$ cat src/design/cpu_ctrl_pkg.sv
// CPU control package
// Shared widths, opcodes, ALU operation codes and the control word layout
`default_nettype none

package cpu_ctrl_pkg;

  // Micro-step counter width, enough for 32 steps
  localparam int STEP_W = 5;

  // Every instruction starts with the same two fetch steps
  localparam int FETCH_STEPS = 2;

  // Opcodes are 16-bit constants and are zero-extended to the instruction width
  localparam int OPCODE_W = 16;

  typedef enum logic [OPCODE_W-1:0] {
    OP_NOP     = 16'h0000, OP_LD_A    = 16'h0001, OP_LD_B    = 16'h0002,
    OP_LD_C    = 16'h0003, OP_ST_A    = 16'h0004, OP_ST_T    = 16'h0005,
    OP_ST_B    = 16'h0006, OP_ST_C    = 16'h0007, OP_LDT_A   = 16'h0008,
    OP_LDT_B   = 16'h0009, OP_LDT_C   = 16'h000a, OP_STT_A   = 16'h000b,
    OP_STT_B   = 16'h000c, OP_STT_C   = 16'h000d, OP_MOV_A_T = 16'h000e,
    OP_MOV_A_B = 16'h000f, OP_MOV_A_C = 16'h0010, OP_MOV_T_A = 16'h0011,
    OP_MOV_T_B = 16'h0012, OP_MOV_T_C = 16'h0013, OP_MOV_B_A = 16'h0014,
    OP_MOV_B_T = 16'h0015, OP_MOV_B_C = 16'h0016, OP_MOV_C_A = 16'h0017,
    OP_MOV_C_T = 16'h0018, OP_MOV_C_B = 16'h0019,
    // 0x1a to 0x25 are unassigned and fall through to NOP
    OP_OUT_A   = 16'h0026, OP_OUT_T   = 16'h0027, OP_OUT_B   = 16'h0028,
    OP_OUT_C   = 16'h0029, OP_LDI_A   = 16'h002a, OP_LDI_B   = 16'h002b,
    OP_LDI_C   = 16'h002c, OP_JMP     = 16'h002d, OP_JIZ     = 16'h002e,
    OP_JIC     = 16'h002f, OP_JIO     = 16'h0030, OP_ADDI    = 16'h0031,
    OP_SUBI    = 16'h0032, OP_ANDI    = 16'h0033, OP_ORI     = 16'h0034,
    OP_XORI    = 16'h0035, OP_ADD_B   = 16'h0036, OP_SUB_B   = 16'h0037,
    OP_AND_B   = 16'h0038, OP_OR_B    = 16'h0039, OP_XOR_B   = 16'h003a,
    OP_ADD_C   = 16'h003b, OP_SUB_C   = 16'h003c, OP_AND_C   = 16'h003d,
    OP_OR_C    = 16'h003e, OP_XOR_C   = 16'h003f, OP_SL      = 16'h0040,
    OP_SR      = 16'h0041, OP_ASR     = 16'h0042, OP_ROL     = 16'h0043,
    OP_ROR     = 16'h0044, OP_ROLC    = 16'h0045, OP_RORC    = 16'h0046,
    OP_INV     = 16'h0047, OP_NEG     = 16'h0048, OP_CHK     = 16'h0049,
    OP_HLT     = 16'hffff
  } op_e;

  typedef enum logic [3:0] {
    ALU_NONE = 4'h0, ALU_ADD  = 4'h1, ALU_SUB  = 4'h2, ALU_AND  = 4'h3,
    ALU_OR   = 4'h4, ALU_XOR  = 4'h5, ALU_SL   = 4'h6, ALU_SR   = 4'h7,
    ALU_ASR  = 4'h8, ALU_ROL  = 4'h9, ALU_ROR  = 4'ha, ALU_ROLC = 4'hb,
    ALU_RORC = 4'hc, ALU_INV  = 4'hd, ALU_NEG  = 4'he, ALU_CHK  = 4'hf
  } alu_op_e;

  // Control word, 20 strobes plus the ALU operation field
  // Register strobes a_ri .. t_ro correspond to ARI .. TRO
  typedef struct packed {
    logic    mi;
    logic    co;
    logic    ro;
    logic    ri;
    logic    ii;
    logic    ce;
    logic    j;
    logic    a_ri;
    logic    a_ro;
    logic    b_ri;
    logic    b_ro;
    logic    c_ri;
    logic    c_ro;
    logic    t_ri;
    logic    t_ro;
    logic    oi;
    logic    eo;
    logic    el;
    logic    hlt;
    logic    adv;
    alu_op_e alu;
  } ctrl_word_t;

  localparam ctrl_word_t CTRL_IDLE = '0;

endpackage

`default_nettype wire

$ cat src/design/decode_if.sv
// Decode bus
// Opcode, micro-step and ALU flags shared by the step counter and the decoders
`timescale 1ns/1ns
`default_nettype none

interface decode_if #(
  parameter int INSTR_W = 16
);
  import cpu_ctrl_pkg::*;

  logic [INSTR_W-1:0] instruction;
  logic [STEP_W-1:0]  step;
  logic               zero;
  logic               carry;
  logic               odd;

  modport counter (output step);

  modport decoder (input instruction, input step, input zero, input carry, input odd);

endinterface

`default_nettype wire

$ cat src/design/step_counter.sv
// Micro-step counter
// Restarts on ADV, holds on HLT and otherwise advances one step per clock
`timescale 1ns/1ns
`default_nettype none

module step_counter (
  input  wire          i_clk,
  input  wire          i_rst_n,
  input  wire          i_advance,
  input  wire          i_halt,
  decode_if.counter    cnt
);
  import cpu_ctrl_pkg::*;

  logic [STEP_W-1:0] step_q;

  always_ff @(posedge i_clk or negedge i_rst_n) begin
    if (!i_rst_n) begin
      step_q <= '0;
    end else if (i_advance) begin
      // Last step of the instruction, go back to fetch
      step_q <= '0;
    end else if (!i_halt) begin
      step_q <= step_q + STEP_W'(1);
    end
  end

  assign cnt.step = step_q;

endmodule

`default_nettype wire

$ cat src/design/transfer_decoder.sv
// Transfer microcode
// Direct, immediate and T-indirect loads and stores, register moves and OUT
`timescale 1ns/1ns
`default_nettype none

module transfer_decoder #(
  parameter int INSTR_W = 16
) (
  decode_if.decoder                dec,
  output cpu_ctrl_pkg::ctrl_word_t o_word,
  output logic                     o_hit
);
  import cpu_ctrl_pkg::*;

  typedef enum logic [2:0] {K_NONE, K_LOAD, K_STORE, K_LOAD_T, K_STORE_T, K_MOVE} kind_e;

  // R_O is the output port, only valid as a destination
  typedef enum logic [2:0] {R_A, R_T, R_B, R_C, R_O} reg_e;

  typedef struct packed {
    kind_e kind;
    reg_e  src;
    reg_e  dst;
  } xfer_t;

  xfer_t info;

  function automatic ctrl_word_t in_word(reg_e r);
    ctrl_word_t w;
    w = CTRL_IDLE;
    case (r)
      R_A:     w.a_ri = 1'b1;
      R_T:     w.t_ri = 1'b1;
      R_B:     w.b_ri = 1'b1;
      R_C:     w.c_ri = 1'b1;
      default: w.oi   = 1'b1;
    endcase
    return w;
  endfunction

  function automatic ctrl_word_t out_word(reg_e r);
    ctrl_word_t w;
    w = CTRL_IDLE;
    case (r)
      R_A:     w.a_ro = 1'b1;
      R_T:     w.t_ro = 1'b1;
      R_B:     w.b_ro = 1'b1;
      R_C:     w.c_ro = 1'b1;
      default: w = CTRL_IDLE;
    endcase
    return w;
  endfunction

  // Immediate loads share the direct load sequence
  always_comb begin
    info = '{K_NONE, R_A, R_A};
    case (dec.instruction)
      INSTR_W'(OP_LD_A), INSTR_W'(OP_LDI_A): info = '{K_LOAD, R_A, R_A};
      INSTR_W'(OP_LD_B), INSTR_W'(OP_LDI_B): info = '{K_LOAD, R_A, R_B};
      INSTR_W'(OP_LD_C), INSTR_W'(OP_LDI_C): info = '{K_LOAD, R_A, R_C};
      INSTR_W'(OP_ST_A):    info = '{K_STORE, R_A, R_A};
      INSTR_W'(OP_ST_T):    info = '{K_STORE, R_T, R_A};
      INSTR_W'(OP_ST_B):    info = '{K_STORE, R_B, R_A};
      INSTR_W'(OP_ST_C):    info = '{K_STORE, R_C, R_A};
      INSTR_W'(OP_LDT_A):   info = '{K_LOAD_T, R_A, R_A};
      INSTR_W'(OP_LDT_B):   info = '{K_LOAD_T, R_A, R_B};
      INSTR_W'(OP_LDT_C):   info = '{K_LOAD_T, R_A, R_C};
      INSTR_W'(OP_STT_A):   info = '{K_STORE_T, R_A, R_A};
      INSTR_W'(OP_STT_B):   info = '{K_STORE_T, R_B, R_A};
      INSTR_W'(OP_STT_C):   info = '{K_STORE_T, R_C, R_A};
      INSTR_W'(OP_MOV_A_T): info = '{K_MOVE, R_A, R_T};
      INSTR_W'(OP_MOV_A_B): info = '{K_MOVE, R_A, R_B};
      INSTR_W'(OP_MOV_A_C): info = '{K_MOVE, R_A, R_C};
      INSTR_W'(OP_MOV_T_A): info = '{K_MOVE, R_T, R_A};
      INSTR_W'(OP_MOV_T_B): info = '{K_MOVE, R_T, R_B};
      INSTR_W'(OP_MOV_T_C): info = '{K_MOVE, R_T, R_C};
      INSTR_W'(OP_MOV_B_A): info = '{K_MOVE, R_B, R_A};
      INSTR_W'(OP_MOV_B_T): info = '{K_MOVE, R_B, R_T};
      INSTR_W'(OP_MOV_B_C): info = '{K_MOVE, R_B, R_C};
      INSTR_W'(OP_MOV_C_A): info = '{K_MOVE, R_C, R_A};
      INSTR_W'(OP_MOV_C_T): info = '{K_MOVE, R_C, R_T};
      INSTR_W'(OP_MOV_C_B): info = '{K_MOVE, R_C, R_B};
      INSTR_W'(OP_OUT_A):   info = '{K_MOVE, R_A, R_O};
      INSTR_W'(OP_OUT_T):   info = '{K_MOVE, R_T, R_O};
      INSTR_W'(OP_OUT_B):   info = '{K_MOVE, R_B, R_O};
      INSTR_W'(OP_OUT_C):   info = '{K_MOVE, R_C, R_O};
      default:              info = '{K_NONE, R_A, R_A};
    endcase
  end

  always_comb begin
    o_word = CTRL_IDLE;
    if (dec.step == STEP_W'(2)) begin
      case (info.kind)
        K_LOAD, K_STORE: begin
          // Address word follows the opcode
          o_word.mi = 1'b1;
          o_word.co = 1'b1;
          o_word.ce = 1'b1;
        end
        K_LOAD_T, K_STORE_T: begin
          o_word.mi   = 1'b1;
          o_word.t_ro = 1'b1;
        end
        K_MOVE: begin
          o_word     = out_word(info.src) | in_word(info.dst);
          o_word.adv = 1'b1;
        end
        default: o_word = CTRL_IDLE;
      endcase
    end else if (dec.step == STEP_W'(3)) begin
      if (info.kind == K_LOAD || info.kind == K_LOAD_T) begin
        o_word     = in_word(info.dst);
        o_word.ro  = 1'b1;
        o_word.adv = 1'b1;
      end else if (info.kind == K_STORE || info.kind == K_STORE_T) begin
        o_word     = out_word(info.src);
        o_word.ri  = 1'b1;
        o_word.adv = 1'b1;
      end
    end
  end

  assign o_hit = (info.kind != K_NONE);

endmodule

`default_nettype wire

$ cat src/design/alu_decoder.sv
// ALU microcode
// Immediate, register and single-operand ALU instructions, result lands in T
`timescale 1ns/1ns
`default_nettype none

module alu_decoder #(
  parameter int INSTR_W = 16
) (
  decode_if.decoder                dec,
  output cpu_ctrl_pkg::ctrl_word_t o_word,
  output logic                     o_hit
);
  import cpu_ctrl_pkg::*;

  typedef enum logic [2:0] {F_NONE, F_IMM, F_REG_B, F_REG_C, F_UNARY} form_e;

  form_e             form;
  alu_op_e           op;
  logic [STEP_W-1:0] op_step;

  always_comb begin
    form = F_NONE;
    op   = ALU_NONE;
    case (dec.instruction)
      INSTR_W'(OP_ADDI):  {form, op} = {F_IMM, ALU_ADD};
      INSTR_W'(OP_SUBI):  {form, op} = {F_IMM, ALU_SUB};
      INSTR_W'(OP_ANDI):  {form, op} = {F_IMM, ALU_AND};
      INSTR_W'(OP_ORI):   {form, op} = {F_IMM, ALU_OR};
      INSTR_W'(OP_XORI):  {form, op} = {F_IMM, ALU_XOR};
      INSTR_W'(OP_ADD_B): {form, op} = {F_REG_B, ALU_ADD};
      INSTR_W'(OP_SUB_B): {form, op} = {F_REG_B, ALU_SUB};
      INSTR_W'(OP_AND_B): {form, op} = {F_REG_B, ALU_AND};
      INSTR_W'(OP_OR_B):  {form, op} = {F_REG_B, ALU_OR};
      INSTR_W'(OP_XOR_B): {form, op} = {F_REG_B, ALU_XOR};
      INSTR_W'(OP_ADD_C): {form, op} = {F_REG_C, ALU_ADD};
      INSTR_W'(OP_SUB_C): {form, op} = {F_REG_C, ALU_SUB};
      INSTR_W'(OP_AND_C): {form, op} = {F_REG_C, ALU_AND};
      INSTR_W'(OP_OR_C):  {form, op} = {F_REG_C, ALU_OR};
      INSTR_W'(OP_XOR_C): {form, op} = {F_REG_C, ALU_XOR};
      INSTR_W'(OP_SL):    {form, op} = {F_UNARY, ALU_SL};
      INSTR_W'(OP_SR):    {form, op} = {F_UNARY, ALU_SR};
      INSTR_W'(OP_ASR):   {form, op} = {F_UNARY, ALU_ASR};
      INSTR_W'(OP_ROL):   {form, op} = {F_UNARY, ALU_ROL};
      INSTR_W'(OP_ROR):   {form, op} = {F_UNARY, ALU_ROR};
      INSTR_W'(OP_ROLC):  {form, op} = {F_UNARY, ALU_ROLC};
      INSTR_W'(OP_RORC):  {form, op} = {F_UNARY, ALU_RORC};
      INSTR_W'(OP_INV):   {form, op} = {F_UNARY, ALU_INV};
      INSTR_W'(OP_NEG):   {form, op} = {F_UNARY, ALU_NEG};
      INSTR_W'(OP_CHK):   {form, op} = {F_UNARY, ALU_CHK};
      default:            {form, op} = {F_NONE, ALU_NONE};
    endcase
  end

  // The operation step comes after whatever it takes to get the operand into T
  assign op_step = (form == F_IMM)   ? STEP_W'(4) :
                   (form == F_UNARY) ? STEP_W'(2) : STEP_W'(3);

  always_comb begin
    o_word = CTRL_IDLE;
    if (form != F_NONE && dec.step == op_step) begin
      o_word.eo   = 1'b1;
      o_word.t_ri = 1'b1;
      o_word.el   = 1'b1;
      o_word.adv  = 1'b1;
      o_word.alu  = op;
    end else if (dec.step == STEP_W'(2)) begin
      o_word.mi   = (form == F_IMM);
      o_word.co   = (form == F_IMM);
      o_word.ce   = (form == F_IMM);
      o_word.b_ro = (form == F_REG_B);
      o_word.c_ro = (form == F_REG_C);
      o_word.t_ri = (form == F_REG_B) || (form == F_REG_C);
    end else if (form == F_IMM && dec.step == STEP_W'(3)) begin
      // Immediate operand from memory into T
      o_word.ro   = 1'b1;
      o_word.t_ri = 1'b1;
    end
  end

  assign o_hit = (form != F_NONE);

endmodule

`default_nettype wire

$ cat src/design/branch_decoder.sv
// Branch microcode
// JMP, the flag-conditional jumps and HLT
`timescale 1ns/1ns
`default_nettype none

module branch_decoder #(
  parameter int INSTR_W = 16
) (
  decode_if.decoder                dec,
  output cpu_ctrl_pkg::ctrl_word_t o_word,
  output logic                     o_hit
);
  import cpu_ctrl_pkg::*;

  logic is_jump;
  logic is_halt;
  logic taken;

  always_comb begin
    is_jump = 1'b1;
    is_halt = 1'b0;
    taken   = 1'b1;
    case (dec.instruction)
      INSTR_W'(OP_JMP): taken = 1'b1;
      INSTR_W'(OP_JIZ): taken = dec.zero;
      INSTR_W'(OP_JIC): taken = dec.carry;
      INSTR_W'(OP_JIO): taken = dec.odd;
      INSTR_W'(OP_HLT): begin
        is_jump = 1'b0;
        is_halt = 1'b1;
      end
      default: is_jump = 1'b0;
    endcase
  end

  always_comb begin
    o_word = CTRL_IDLE;
    if (is_jump && dec.step == STEP_W'(2)) begin
      o_word.mi  = 1'b1;
      o_word.co  = 1'b1;
      o_word.ce  = 1'b1;
      // Not taken, the target word is skipped and the instruction ends here
      o_word.adv = ~taken;
    end else if (is_jump && dec.step == STEP_W'(3)) begin
      o_word.ro  = 1'b1;
      o_word.j   = 1'b1;
      o_word.adv = 1'b1;
    end else if (is_halt && dec.step == STEP_W'(2)) begin
      o_word.hlt = 1'b1;
    end
  end

  assign o_hit = is_jump | is_halt;

endmodule

`default_nettype wire

$ cat src/design/microcode_sequencer.sv
// Microcode sequencer
// Step counter plus class decoders, producing one control word per micro-step
`timescale 1ns/1ns
`default_nettype none

module microcode_sequencer #(
  parameter int INSTR_W = 16
) (
  input  wire                              i_clk,
  input  wire                              i_rst_n,
  input  wire  [INSTR_W-1:0]               i_instruction,
  input  wire                              i_zero,
  input  wire                              i_carry,
  input  wire                              i_odd,
  output logic [cpu_ctrl_pkg::STEP_W-1:0]  o_step,
  output cpu_ctrl_pkg::ctrl_word_t         o_control_word
);
  import cpu_ctrl_pkg::*;

  ctrl_word_t ctrl_word;
  ctrl_word_t xfer_word;
  ctrl_word_t alu_word;
  ctrl_word_t br_word;
  logic       xfer_hit;
  logic       alu_hit;
  logic       br_hit;

  decode_if #(.INSTR_W(INSTR_W)) dec_bus ();

  assign dec_bus.instruction = i_instruction;
  assign dec_bus.zero        = i_zero;
  assign dec_bus.carry       = i_carry;
  assign dec_bus.odd         = i_odd;

  step_counter u_step_counter (
    .i_clk     (i_clk),
    .i_rst_n   (i_rst_n),
    .i_advance (ctrl_word.adv),
    .i_halt    (ctrl_word.hlt),
    .cnt       (dec_bus.counter)
  );

  transfer_decoder #(.INSTR_W(INSTR_W)) u_transfer_decoder (
    .dec    (dec_bus.decoder),
    .o_word (xfer_word),
    .o_hit  (xfer_hit)
  );

  alu_decoder #(.INSTR_W(INSTR_W)) u_alu_decoder (
    .dec    (dec_bus.decoder),
    .o_word (alu_word),
    .o_hit  (alu_hit)
  );

  branch_decoder #(.INSTR_W(INSTR_W)) u_branch_decoder (
    .dec    (dec_bus.decoder),
    .o_word (br_word),
    .o_hit  (br_hit)
  );

  always_comb begin
    ctrl_word = CTRL_IDLE;
    if (dec_bus.step == STEP_W'(0)) begin
      // PC to memory address
      ctrl_word.mi = 1'b1;
      ctrl_word.co = 1'b1;
    end else if (dec_bus.step == STEP_W'(1)) begin
      // Instruction register load, PC advance
      ctrl_word.ro = 1'b1;
      ctrl_word.ii = 1'b1;
      ctrl_word.ce = 1'b1;
    end else if (xfer_hit | alu_hit | br_hit) begin
      // Decoders that miss drive an idle word, so OR-ing is a clean select
      ctrl_word = xfer_word | alu_word | br_word;
    end else if (dec_bus.step == STEP_W'(FETCH_STEPS)) begin
      // Unknown opcode runs as NOP
      ctrl_word.adv = 1'b1;
    end
  end

  assign o_step         = dec_bus.step;
  assign o_control_word = ctrl_word;

endmodule

`default_nettype wire

$ cat config.mk
export PLATFORM = sky130hd
export DESIGN_NAME = microcode_sequencer
export DESIGN_NICKNAME = d
export VERILOG_FILES = /design/src/design/cpu_ctrl_pkg.sv /design/src/design/decode_if.sv /design/src/design/step_counter.sv /design/src/design/transfer_decoder.sv /design/src/design/alu_decoder.sv /design/src/design/branch_decoder.sv /design/src/design/microcode_sequencer.sv
export SDC_FILE = /design/constraint.sdc
export NUM_CORES = 1
export LEC_CHECK = 0
export BUFFER_PORTS_ARGS = -buffer_cell sky130_fd_sc_hd__clkbuf_2
export CAP_MARGIN = 20
export CORE_MARGIN = 2
export CORE_UTILIZATION = 30
export CTS_BUF_LIST = sky130_fd_sc_hd__clkbuf_8 sky130_fd_sc_hd__clkbuf_16
export CTS_CLUSTER_DIAMETER = 120
export DETAILED_ROUTE_END_ITERATION = 8
export HOLD_SLACK_MARGIN = 0.05
export PLACE_DENSITY = 0.54
export SETUP_SLACK_MARGIN = 0.5
export SYNTH_ARGS = -nofsm -noshare
export SYNTH_HDL_FRONTEND = slang
export SYNTH_HIERARCHICAL = 1
export SYNTH_SLANG_ARGS = --single-unit
$ cat constraint.sdc
create_clock -name i_clk -period 2.72 [get_ports i_clk]
set_input_delay 0.136 -clock i_clk [delete_from_list [all_inputs] [get_ports i_clk]]
set_output_delay 0.136 -clock i_clk [all_outputs]
set_load 0.005 [all_outputs]
; ---- After elaboration in Yosys (flattened, before gate mapping)
; Memory sizes are Yosys's and may differ from the RTL's.
; Index checks and enable logic that the tools add are counted.
[totals]
ff_bits = 5
romBits = 512
in_bits = 21
output_inout_bits = 29
elab_cells = 175
n_memories = 1
[memory_table]
columns = memory, depth, word_bits, read_ports, rd_ports_with_merged_regs, write_ports, line
row1 = (name not given), 64, 8, 1, 0, 0, transfer_decoder.sv:57  ; case (dec.instruction)
[classes]
add_sub_neg = 1
n_eq_ne = 50
mux = 87
bitwise_logic = 7
n_reduce_logical = 28
[ops]
columns = cell, n
row1 = $eq 16x6->1 const B, 19
row2 = $eq 16x7->1 const B, 10
row3 = $mux 24, 3
row4 = $pmux 4 s15, 1
row5 = $mux 1, 53
row6 = $or 24x24->24, 2
row7 = $mux 9, 4
row8 = $eq 3x2->1 const B, 8
row9 = $mux 8, 3
row10 = $or 24x17->24, 1
row11 = $mux 22, 1
row12 = $mux 21, 1
row13 = $mux 5, 4
row14 = $mux 19, 1
row15 = $mux 18, 1
row16 = $eq 16x16->1 const B, 1
row17 = $reduce_or 3->1, 5
row18 = $reduce_or 5->1, 3
row19 = $eq 3x1->1 const B, 4
row20 = $mux 2, 6
row21 = $pmux 3 s4, 1
row22 = $reduce_or 4->1, 3
row23 = $eq 5x2->1 const B, 2
row24 = $logic_not 10->1, 1
row25 = 18 further kinds, 35

; ---- Depth between registers and ports, before layout
; Gate-level depths: netlist (run 1).
[logic_depth]
depth_word = 17
ltp_mapped = 14
ltp_nobuf = 13

; ---- By module
; The synthesis (run 1) kept the hierarchy.
[modules_own_cells]
columns = module, n_inst, cells_per_inst, area_per_inst_um2, seq_area_each_um2
row1 = transfer_decoder, 1, 135, 905.9, 0.0
row2 = alu_decoder, 1, 89, 569.3, 0.0
row3 = branch_decoder, 1, 51, 399.1, 0.0
row4 = microcode_sequencer, 1, 57, 295.3, 0.0
row5 = step_counter, 1, 19, 225.2, 125.1

; ---- Worst setup path before layout (run 1)
; No wires, ideal clock.
[synth_path]
path_type = input port to flip-flop
from = input port i_instruction[0]
to = register u_step_counter.step_q[3], in the netlist u_step_counter/cnt.step[3]
setup_time_ns = 0.147
arrival_ns = 2.342
required_ns = 2.573
path_slack_ns = 0.231
path_stages = 14
path_buffers = 1
cell_sequence = ha_1 -> nor3b_1 -> o21ai_0 -> o21ai_0 -> mux2_2 -> inv_1 -> a21oi_1 -> or3_1 -> nand2_4 -> buf_6 -> nor2_1 -> nand4b_1 -> xor2_1 -> nor2_1
[synth_rtl]
columns = item, line
row1 = from (decl), microcode_sequencer.sv:11  ; input wire [INSTR_W-1:0] i_instruction,
row2 = to (signal assigned), step_counter.sv:24  ; step_q <= step_q + STEP_W'(1);
row3 = to (decl), step_counter.sv:15  ; logic [STEP_W-1:0] step_q;

==> results of run 1 <==
path summary, 6_finish.rpt:
check,start,endpoint,slack (ns),cells past startpoint
max reg2reg,u_step_counter/cnt.step[3]$_DFFE_PN0P_,u_step_counter/cnt.step[2]$_DFFE_PN0P_,0.45,11
min reg2reg,u_step_counter/cnt.step[1]$_DFFE_PN0P_,u_step_counter/cnt.step[1]$_DFFE_PN0P_,0.70,3
max in group asynchronous,i_rst_n,u_step_counter/cnt.step[4]$_DFFE_PN0P_,2.29,2
max,u_step_counter/cnt.step[3]$_DFFE_PN0P_,o_control_word[4],0.37,9
min in group i_clk,u_step_counter/cnt.step[1]$_DFFE_PN0P_,u_step_counter/cnt.step[1]$_DFFE_PN0P_,0.70,3
min,i_rst_n,u_step_counter/cnt.step[3]$_DFFE_PN0P_,0.28,2
worst max-delay path, stage by stage, from the launching register on:
cell and delay [ns]:
sky130_fd_sc_hd__dfrtp_1 0.37, sky130_fd_sc_hd__or2b_4 0.25, sky130_fd_sc_hd__or4_4 0.46, sky130_fd_sc_hd__inv_2 0.08, sky130_fd_sc_hd__and4_4 0.22, sky130_fd_sc_hd__nand2b_4 0.12, sky130_fd_sc_hd__nor3_2 0.05, sky130_fd_sc_hd__a211oi_2 0.21
sky130_fd_sc_hd__buf_4 0.15, sky130_fd_sc_hd__buf_6 0.08
through the flow:
step                      utilization [%]  area, sq um  hold slack [ns]  instances
after floorplan                         -         2560           -0.160        384
after global placement               34.7         2680          -0.0424        502
after detailed placement             34.7         2680          -0.0428        502
after CTS                            39.6         3060            0.264        520
after global routing                 44.4         3430            0.290        535
final                                44.4         3430            0.280        535
where the power goes:
group / internal [mW] / total, mW / switching, mW
Clock: 0.0964 / 0.129 / 0.0330
Sequential: 0.114 / 0.138 / 0.0240
Combinational: 0.399 / 0.901 / 0.501
Total: 0.610 / 1.17 / 0.558
layout by cell type, fill, tap and decap left out, types with 5 or more instances in the layout:
cell type,count
sky130_fd_sc_hd__xor2_1,5
sky130_fd_sc_hd__mux2i_1,6
sky130_fd_sc_hd__inv_1,10
sky130_fd_sc_hd__nor2_1,34
sky130_fd_sc_hd__nand3_1,8
sky130_fd_sc_hd__nor3_1,25
sky130_fd_sc_hd__nor2_4,5
sky130_fd_sc_hd__a21oi_2,5
sky130_fd_sc_hd__o21ai_0,13
sky130_fd_sc_hd__nor4_1,5
sky130_fd_sc_hd__nor3_2,12
sky130_fd_sc_hd__buf_6,9
sky130_fd_sc_hd__nand2_1,15
sky130_fd_sc_hd__a21oi_1,15
sky130_fd_sc_hd__nor2b_1,5
sky130_fd_sc_hd__o22ai_1,5
sky130_fd_sc_hd__buf_4,42
sky130_fd_sc_hd__clkbuf_2,37
sky130_fd_sc_hd__nor2_2,5
sky130_fd_sc_hd__o21ai_1,5
sky130_fd_sc_hd__conb_1,36
final cells by class:
cell class                      count  area (sq um)
Multi-Input combinational cell    307          2230
Sequential cell                     5           126
Tap cell                          102           128
Fill cell                         759          4290
Inverter                           13          51.3
Timing Repair Buffer              104           851
Clock buffer                        3          41.3
Clock inverter                      1          3.75
what timing repair did:
action | CTS | global route
hold endpoints to repair | 5 | 0
endpoints found under the setup margin | 26 | 28
setup buffers | 12 | 13
gates resized for setup | 52 | 59
pin swaps | 17 | 12
hold buffers | 1 | 0
cloned | 1 | 2
cells by family after synthesis:
| group | after synthesis |
|---|---|
| compound gates | 78 |
| xor+xnor | 8 |
| fa+ha+maj | 8 |
| buf+inv | 72 |
| flops | 5 |
| mux | 7 |
| other cells | 3 |
| simple gates | 170 |
layer usage:
layer,global-route usage [%],vias up
met5,0,-
met4,2.21,0
met3,1.37,7
met2,29.6,45
met1,19.2,1238
li1,-,1359
==> load_flow_metrics.sql, run 1 <==
INSERT INTO impl_metrics (metric_group, metric, value, unit) VALUES
('routing', 'vias_per_cell', '4.95', ''),
('synthesis', 'synth_cell_type_count', '73', ''),
('routing', 'routed-wl-met3', '183', 'microns'),
('clocking', 'cts_inserted_buffers', '3', ''),
('synthesis', 'yosys-top-cells-area', 'sky130_fd_sc_hd__buf_4 (14%), sky130_fd_sc_hd__nor3_1 (8.2%), sky130_fd_sc_hd__nor2_1 (6.7%)', ''),
('synthesis', 'yosys_warnings', '6', ''),
('routing', 'ant_nets', '0', ''),
('placement', 'dpl.hpwl', '5290', 'microns'),
('cells_and_area', 'largest_register_ff_count', '5', ''),
('worst_setup_path', 'path_max_fanout', '5', ''),
('sta', 'timing.fmax', '0.425', 'GHz'),
('sta', 'timing.slew.headroom', '64.9', '%'),
('cells_and_area', 'drive_above_1_share', '43.9', '%'),
('clocking', 'clk-insertion-delay-late', '0.22', 'ns'),
('synthesis', 'synth_enable_flop_cells', '0', ''),
('grt', 'number_of_antenna_violations_at_the_first_check_in_global_routing', '0', ''),
('clocking', 'cts_root_buffer', 'sky130_fd_sc_hd__clkbuf_8', ''),
('routing', 'drt_first_pass_iters', '5', ''),
('sta', 'timing_hold_violations_final', '0', ''),
('synthesis', 'synth_compound_area_share', '23.5', '%'),
('pwr', 'power.static_leakage', '1.49', 'nW'),
('routing', 'drc_errors', '0', ''),
('run_status', 'outcome', 'finished clean', ''),
('grt', 'groute.usage.overall', '15.6', '%'),
('clocking', 'h-tree-depth', '1', ''),
('synthesis', 'synth_seq_area_share', '5.22', '%'),
('sta', 'final-setup-viol-count', '0', ''),
('floorplan', 'pin_count', '50', ''),
('clocking', 'clock_tree_buf_depth', '2', ''),
('floorplan', 'placement_rows', '32', ''),
('synthesis', 'synth-main-ff-cell', 'sky130_fd_sc_hd__dfrtp_1', ''),
('sta', 'skew', '0.00119', 'ns'),
('flow_run', 'max-cap-violations', '0', ''),
('grt', 'grt_pass1_wl', '11300', 'microns'),
('clocking', 'clock-sinks', '5', ''),
('synthesis', 'area_share_of_fa_ha_maj_cells_after_synthesis', '4.18', '%'),
('hold_path', 'min-delay-path-class', 'input port to asynchronous set/reset pin', ''),
('synthesis', 'netlist_instances', '351', ''),
('placement', 'dpl_worst_slack', '0.175', 'ns'),
('cells_and_area', 'antenna_cells', '0', ''),
('synthesis', 'synth.avg_cell_area', '6.82', 'sq um'),
('synthesis', 'async_reset_ff_share', '100', '%'),
('worst_setup_path', 'cp_data_arrival_time', '2.21', 'ns'),
('synthesis', 'synth_area_leader', 'sky130_fd_sc_hd__buf_4', ''),
('floorplan', 'die_w', '93.3', 'microns'),
('synthesis', 'cell_types_with_the_highest_counts_after_synthesis', 'sky130_fd_sc_hd__buf_4 (45), sky130_fd_sc_hd__nor2_1 (43), sky130_fd_sc_hd__nor3_1 (39)', ''),
('routing', 'initial_drc_count', '81', ''),
('synthesis', 'yosys_reg_bits', '5', ''),
('cells_and_area', 'area_growth', '43.4', '%'),
('cells_and_area', 'layout.nets', '463', ''),
('worst_setup_path', 'critPathCaptureType', 'output pin', ''),
('worst_setup_path', 'setup.worst_path.start_class', 'flip-flop', ''),
('placement', 'gp_weighted_congestion', '0.869', ''),
('synthesis', 'yosys.cell_count.top_type', 'sky130_fd_sc_hd__buf_4', ''),
('floorplan', 'dieArea', '0.00871', 'sq mm'),
('sta', 'timing.setup.tns', '0', 'ns'),
('floorplan', 'floorplan_die_height', '93.3', 'microns'),
('clocking', 'clk_transition_reported_paths', '0.03', 'ns'),
('sta', 'worst_max_slew_pin_slew', '0.521', 'ns'),
('pwr', 'powerDensity', '340', 'mW/mm^2'),
('grt', 'maximum_number_of_pins_on_one_net_before_global_route_repair', '19', ''),
('floorplan', 'floorplan.initialDensity', '31.0', '%'),
('grt', 'globalRouteOverflowTotal', '0', ''),
('routing', 'detailroute.via_count', '2649', ''),
('grt', 'vias_in_the_first_global_route', '2469', ''),
('routing', 'route.final.wire_length', '7210', 'microns'),
('synthesis', 'post_synth_and_or_nand_nor_area_fraction', '40.4', '%'),
('pwr', 'power.total', '1.17', 'mW'),
('sta', 'postLayoutSetupSlackWorst', '0.370', 'ns'),
('sta', 'min_period_over_period', '86.4', '%'),
('synthesis', 'post-synth-top-area-fraction', '14.1', '%');
No activity file was read; power rests on OpenSTA's default activity.
==> inputs of run 2 (changes only) <==
- ABC_AREA: unset -> 1
==> load_flow_metrics.sql, run 2 <==
INSERT INTO impl_metrics (metric_group, metric, value, unit) VALUES
('clocking', 'clk_transition_reported_paths', '0.04', 'ns'),
('cells_and_area', 'drive_above_1_share', '36.7', '%'),
('sta', 'timing.setup.tns', '0', 'ns'),
('synthesis', 'synth-main-ff-cell', 'sky130_fd_sc_hd__dfrtp_1', ''),
('clocking', 'h-tree-depth', '1', ''),
('synthesis', 'main_combinational_cell_family_by_area_after_synthesis', 'simple AND/OR/NAND/NOR gates', ''),
('synthesis', 'synth.avg_cell_area', '5.23', 'sq um'),
('cells_and_area', 'commonest_non_fill_non_tap_cell_in_the_layout', 'sky130_fd_sc_hd__nand2_1', ''),
('worst_setup_path', 'setup.worst_path.start_class', 'input port', ''),
('sta', 'timing.fmax', '0.470', 'GHz'),
('worst_setup_path', 'path_max_fanout', '12', ''),
('worst_setup_path', 'worst_ep_required_time', '2.58', 'ns'),
('clocking', 'cts_inserted_buffers', '3', ''),
('sta', 'min_period_over_period', '78.3', '%'),
('flow_run', 'max-cap-violations', '0', ''),
('grt', 'globalRouteOverflowTotal', '0', ''),
('placement', 'gp_weighted_congestion', '0.850', ''),
('grt', 'number_of_antenna_violations_at_the_first_check_in_global_routing', '0', ''),
('floorplan', 'pin_count', '50', ''),
('run_status', 'outcome', 'finished clean', ''),
('pwr', 'sequentialPowerShare', '15.6', '%'),
('pwr', 'intPower', '570', 'uW'),
('clocking', 'clock-sinks', '5', ''),
('clocking', 'cts_tree', 'done', ''),
('synthesis', 'yosys.cell_count.top_type', 'sky130_fd_sc_hd__nand2_1', ''),
('routing', 'detailroute.via_count', '3024', ''),
('routing', 'vias_per_cell', '4.50', ''),
('cells_and_area', 'area_growth', '36.3', '%'),
('grt', 'maximum_number_of_pins_on_one_net_before_global_route_repair', '21', ''),
('pwr', 'power.total', '1.14', 'mW'),
('clocking', 'cts_root_buffer', 'sky130_fd_sc_hd__clkbuf_8', ''),
('cells_and_area', 'largest_register_ff_count', '5', ''),
('floorplan', 'die_w', '96.3', 'microns'),
('synthesis', 'synth_area_leader', 'sky130_fd_sc_hd__nand2_1', ''),
('routing', 'drt_first_pass_iters', '4', ''),
('worst_setup_path', 'cp_data_arrival_time', '1.99', 'ns'),
('grt', 'vias_in_the_first_global_route', '2687', ''),
('pwr', 'power.static_leakage', '1.83', 'nW'),
('floorplan', 'floorplan_die_height', '96.3', 'microns'),
('routing', 'detail_route.wl_per_cell', '10.7', 'microns'),
('synthesis', 'async_reset_ff_share', '100', '%'),
('sta', 'final-setup-viol-count', '0', ''),
('routing', 'drc_errors', '0', ''),
('cells_and_area', 'antenna_cells', '0', ''),
('synthesis', 'yosys_warnings', '6', ''),
('cells_and_area', 'postLayoutCoreUtil', '42.3', '%'),
('floorplan', 'core-area', '0.00822', 'sq mm'),
('floorplan', 'dieArea', '0.00927', 'sq mm'),
('synthesis', 'synth_cell_type_count', '36', ''),
('synthesis', 'post_synth_and_or_nand_nor_area_fraction', '54.5', '%'),
('pwr', 'switching_share', '50.0', '%'),
('pwr', 'clockPowerShare', '11.5', '%'),
('synthesis', 'post-synth-top-area-fraction', '15.4', '%'),
('synthesis', 'area_share_of_fa_ha_maj_cells_after_synthesis', '3.92', '%'),
('cells_and_area', 'layout.nets', '597', ''),
('routing', 'initial_drc_count', '148', ''),
('synthesis', 'synth.area.mux_share', '0', '%'),
('synthesis', 'synth_enable_flop_cells', '0', ''),
('routing', 'topRoutingLayerUsed', 'met4', ''),
('floorplan', 'floorplan.initialDensity', '31.1', '%'),
('hold_path', 'min-delay-path-class', 'input port to asynchronous set/reset pin', ''),
('pwr', 'netSwitchingPower', '570', 'uW'),
('synthesis', 'yosys_reg_bits', '5', ''),
('pwr', 'comb_power_share', '72.9', '%'),
('routing', 'routedLengthMet1', '3280', 'microns'),
('synthesis', 'synth_compound_area_share', '10.8', '%'),
('grt', 'groute.usage.overall', '15.1', '%'),
('synthesis', 'cell_types_with_the_highest_counts_after_synthesis', 'sky130_fd_sc_hd__nand2_1 (105), sky130_fd_sc_hd__nor2_1 (93), sky130_fd_sc_hd__inv_1 (61)', ''),
('routing', 'routed-wl-met3', '277', 'microns'),
('placement', 'dpl.hpwl', '5540', 'microns'),
('worst_setup_path', 'critPathCaptureType', 'output pin', ''),
('pwr', 'powerDensity', '328', 'mW/mm^2'),
('worst_setup_path', 'timing.setup.critical_path_class', 'input port to output pin', ''),
('pwr', 'worst_ir_drop_vdd', '167', 'uV'),
('clocking', 'clk-insertion-delay-late', '0.22', 'ns'),
('routing', 'route.final.wire_length', '7210', 'microns'),
('sta', 'skew', '0.00476', 'ns'),
('placement', 'port_buffers', '49', ''),
('synthesis', 'yosys-top-cells-area', 'sky130_fd_sc_hd__nand2_1 (15%), sky130_fd_sc_hd__nor2_1 (14%), sky130_fd_sc_hd__buf_4 (14%)', ''),
('sta', 'min_period', '2.13', 'ns'),
('routing', 'routed-wl-met2', '3590', 'microns'),
('clocking', 'clock_tree_buf_depth', '2', ''),
('grt', 'grt_pass1_wl', '11500', 'microns'),
('sta', 'rsz0062_at_grt', 'yes', ''),
('floorplan', 'placement_rows', '33', ''),
('synthesis', 'synth_seq_area_share', '4.90', '%'),
('synthesis', 'synth_area', '0.00255', 'sq mm'),
('cells_and_area', 'layout.cells.most_common_list', 'sky130_fd_sc_hd__nand2_1 (87), sky130_fd_sc_hd__nor2_1 (69), sky130_fd_sc_hd__inv_1 (51)', ''),
('synthesis', 'xor_xnor_share_of_the_synthesized_area', '0.686', '%'),
('sta', 'timing_hold_violations_final', '0', ''),
('worst_setup_path', 'slack_of_the_worst_reg_to_reg_path', '0.72', 'ns'),
('synthesis', 'netlist_instances', '488', ''),
('sta', 'slew_viol_final', '0', ''),
('routing', 'ant_nets', '0', '');
## run 2: cell types whose count changed after synthesis, moves of 9 or more
cell / before / now
sky130_fd_sc_hd__nand2_2: 0 / 9
sky130_fd_sc_hd__nor2_2: 0 / 12
sky130_fd_sc_hd__nand2_1: 16 / 105
sky130_fd_sc_hd__nor2_1: 43 / 93
sky130_fd_sc_hd__inv_1: 13 / 61
sky130_fd_sc_hd__nand3_1: 8 / 36
sky130_fd_sc_hd__a21oi_1: 19 / 8
sky130_fd_sc_hd__nor3_1: 39 / 29
## run 2: path summary, 6_finish.rpt
kind / to / cells after the start / start
max in group asynchronous: u_step_counter/cnt.step[4]$_DFFE_PN0P_ / 2 / i_rst_n
worst min register to register: u_step_counter/cnt.step[4]$_DFFE_PN0P_ / 3 / u_step_counter/cnt.step[4]$_DFFE_PN0P_
worst max-delay path: o_control_word[4] / 20 / i_instruction[0]
worst min-delay path: u_step_counter/cnt.step[3]$_DFFE_PN0P_ / 2 / i_rst_n
min in group i_clk: u_step_counter/cnt.step[4]$_DFFE_PN0P_ / 3 / u_step_counter/cnt.step[4]$_DFFE_PN0P_
worst max register to register: u_step_counter/cnt.step[4]$_DFFE_PN0P_ / 20 / u_step_counter/cnt.step[3]$_DFFE_PN0P_
## run 2: worst max-delay path, stage by stage
cell and delay (ns):
sky130_fd_sc_hd__buf_12 0.12, sky130_fd_sc_hd__inv_2 0.06, sky130_fd_sc_hd__ha_1 0.19, sky130_fd_sc_hd__nor2_1 0.13
sky130_fd_sc_hd__o21ai_0 0.10, sky130_fd_sc_hd__nand2_1 0.11, sky130_fd_sc_hd__nand3_4 0.14, sky130_fd_sc_hd__nor2_4 0.14
sky130_fd_sc_hd__nand3_2 0.08, sky130_fd_sc_hd__nand2_2 0.10, sky130_fd_sc_hd__inv_2 0.04, sky130_fd_sc_hd__nand2_1 0.05
sky130_fd_sc_hd__inv_1 0.04, sky130_fd_sc_hd__nand2_1 0.05, sky130_fd_sc_hd__nor2_1 0.04, sky130_fd_sc_hd__nand2_1 0.05
sky130_fd_sc_hd__nand2_1 0.06, sky130_fd_sc_hd__nor2_2 0.14, sky130_fd_sc_hd__buf_4 0.14, sky130_fd_sc_hd__buf_6 0.08
## run 2: final cells by class
cell class,count,area (sq um)
fillers,882,4740
clock buffers,3,41.3
repair buffers,91,716
inverters,69,265
multi-input cells,398,2190
flip-flops and latches,5,128
well taps,105,131
clock inverters,1,3.75
## run 2: per-stage QoR
stage	cell area (sq um)	setup slack [ns]	instances	hold WS, ns
2_1_floorplan	2680	0.583	521	-0.160
3_3_place_gp	2800	0.167	642	-0.0450
3_5_place_dp	2800	0.106	642	-0.0449
4_1_cts	2930	0.500	649	0.264
5_1_grt	3480	0.431	672	0.268
6_report	3480	0.591	672	0.269
## run 2: per-layer routing
layer / GRT usage (%) / vias to the layer above
met2: 26.9 / 67
met5: 0 / -
met1: 20.4 / 1322
met4: 2.02 / 0
met3: 0.861 / 6
li1: - / 1629
## run 2: logic make-up after synthesis
family / Yosys count
fa+ha+maj: 8
simple gates: 306
buf+inv: 118
xor+xnor: 2
compound gates: 46
other cells: 3
flops: 5
## run 2: power by group through the flow
| stage | logic (mW) | clock network (mW) | registers (mW) |
|---|---|---|---|
| finish | 0.831 | 0.131 | 0.178 |
| global route | 0.926 | 0.145 | 0.187 |
| CTS | 0.700 | 0.136 | 0.167 |
| detailed placement | 0.684 | 0 | 0.168 |
| global placement | 0.680 | 0 | 0.166 |
| floorplan | 0.410 | 0 | 0.212 |
## run 2: repair_timing
action	in CTS	in global routing
endpoints found under the setup margin	26	27
pin swaps	2	42
gates resized for setup	18	124
hold endpoints to repair	5	0
gates cloned	0	1
buffers inserted	2	22
hold buffers	1	0
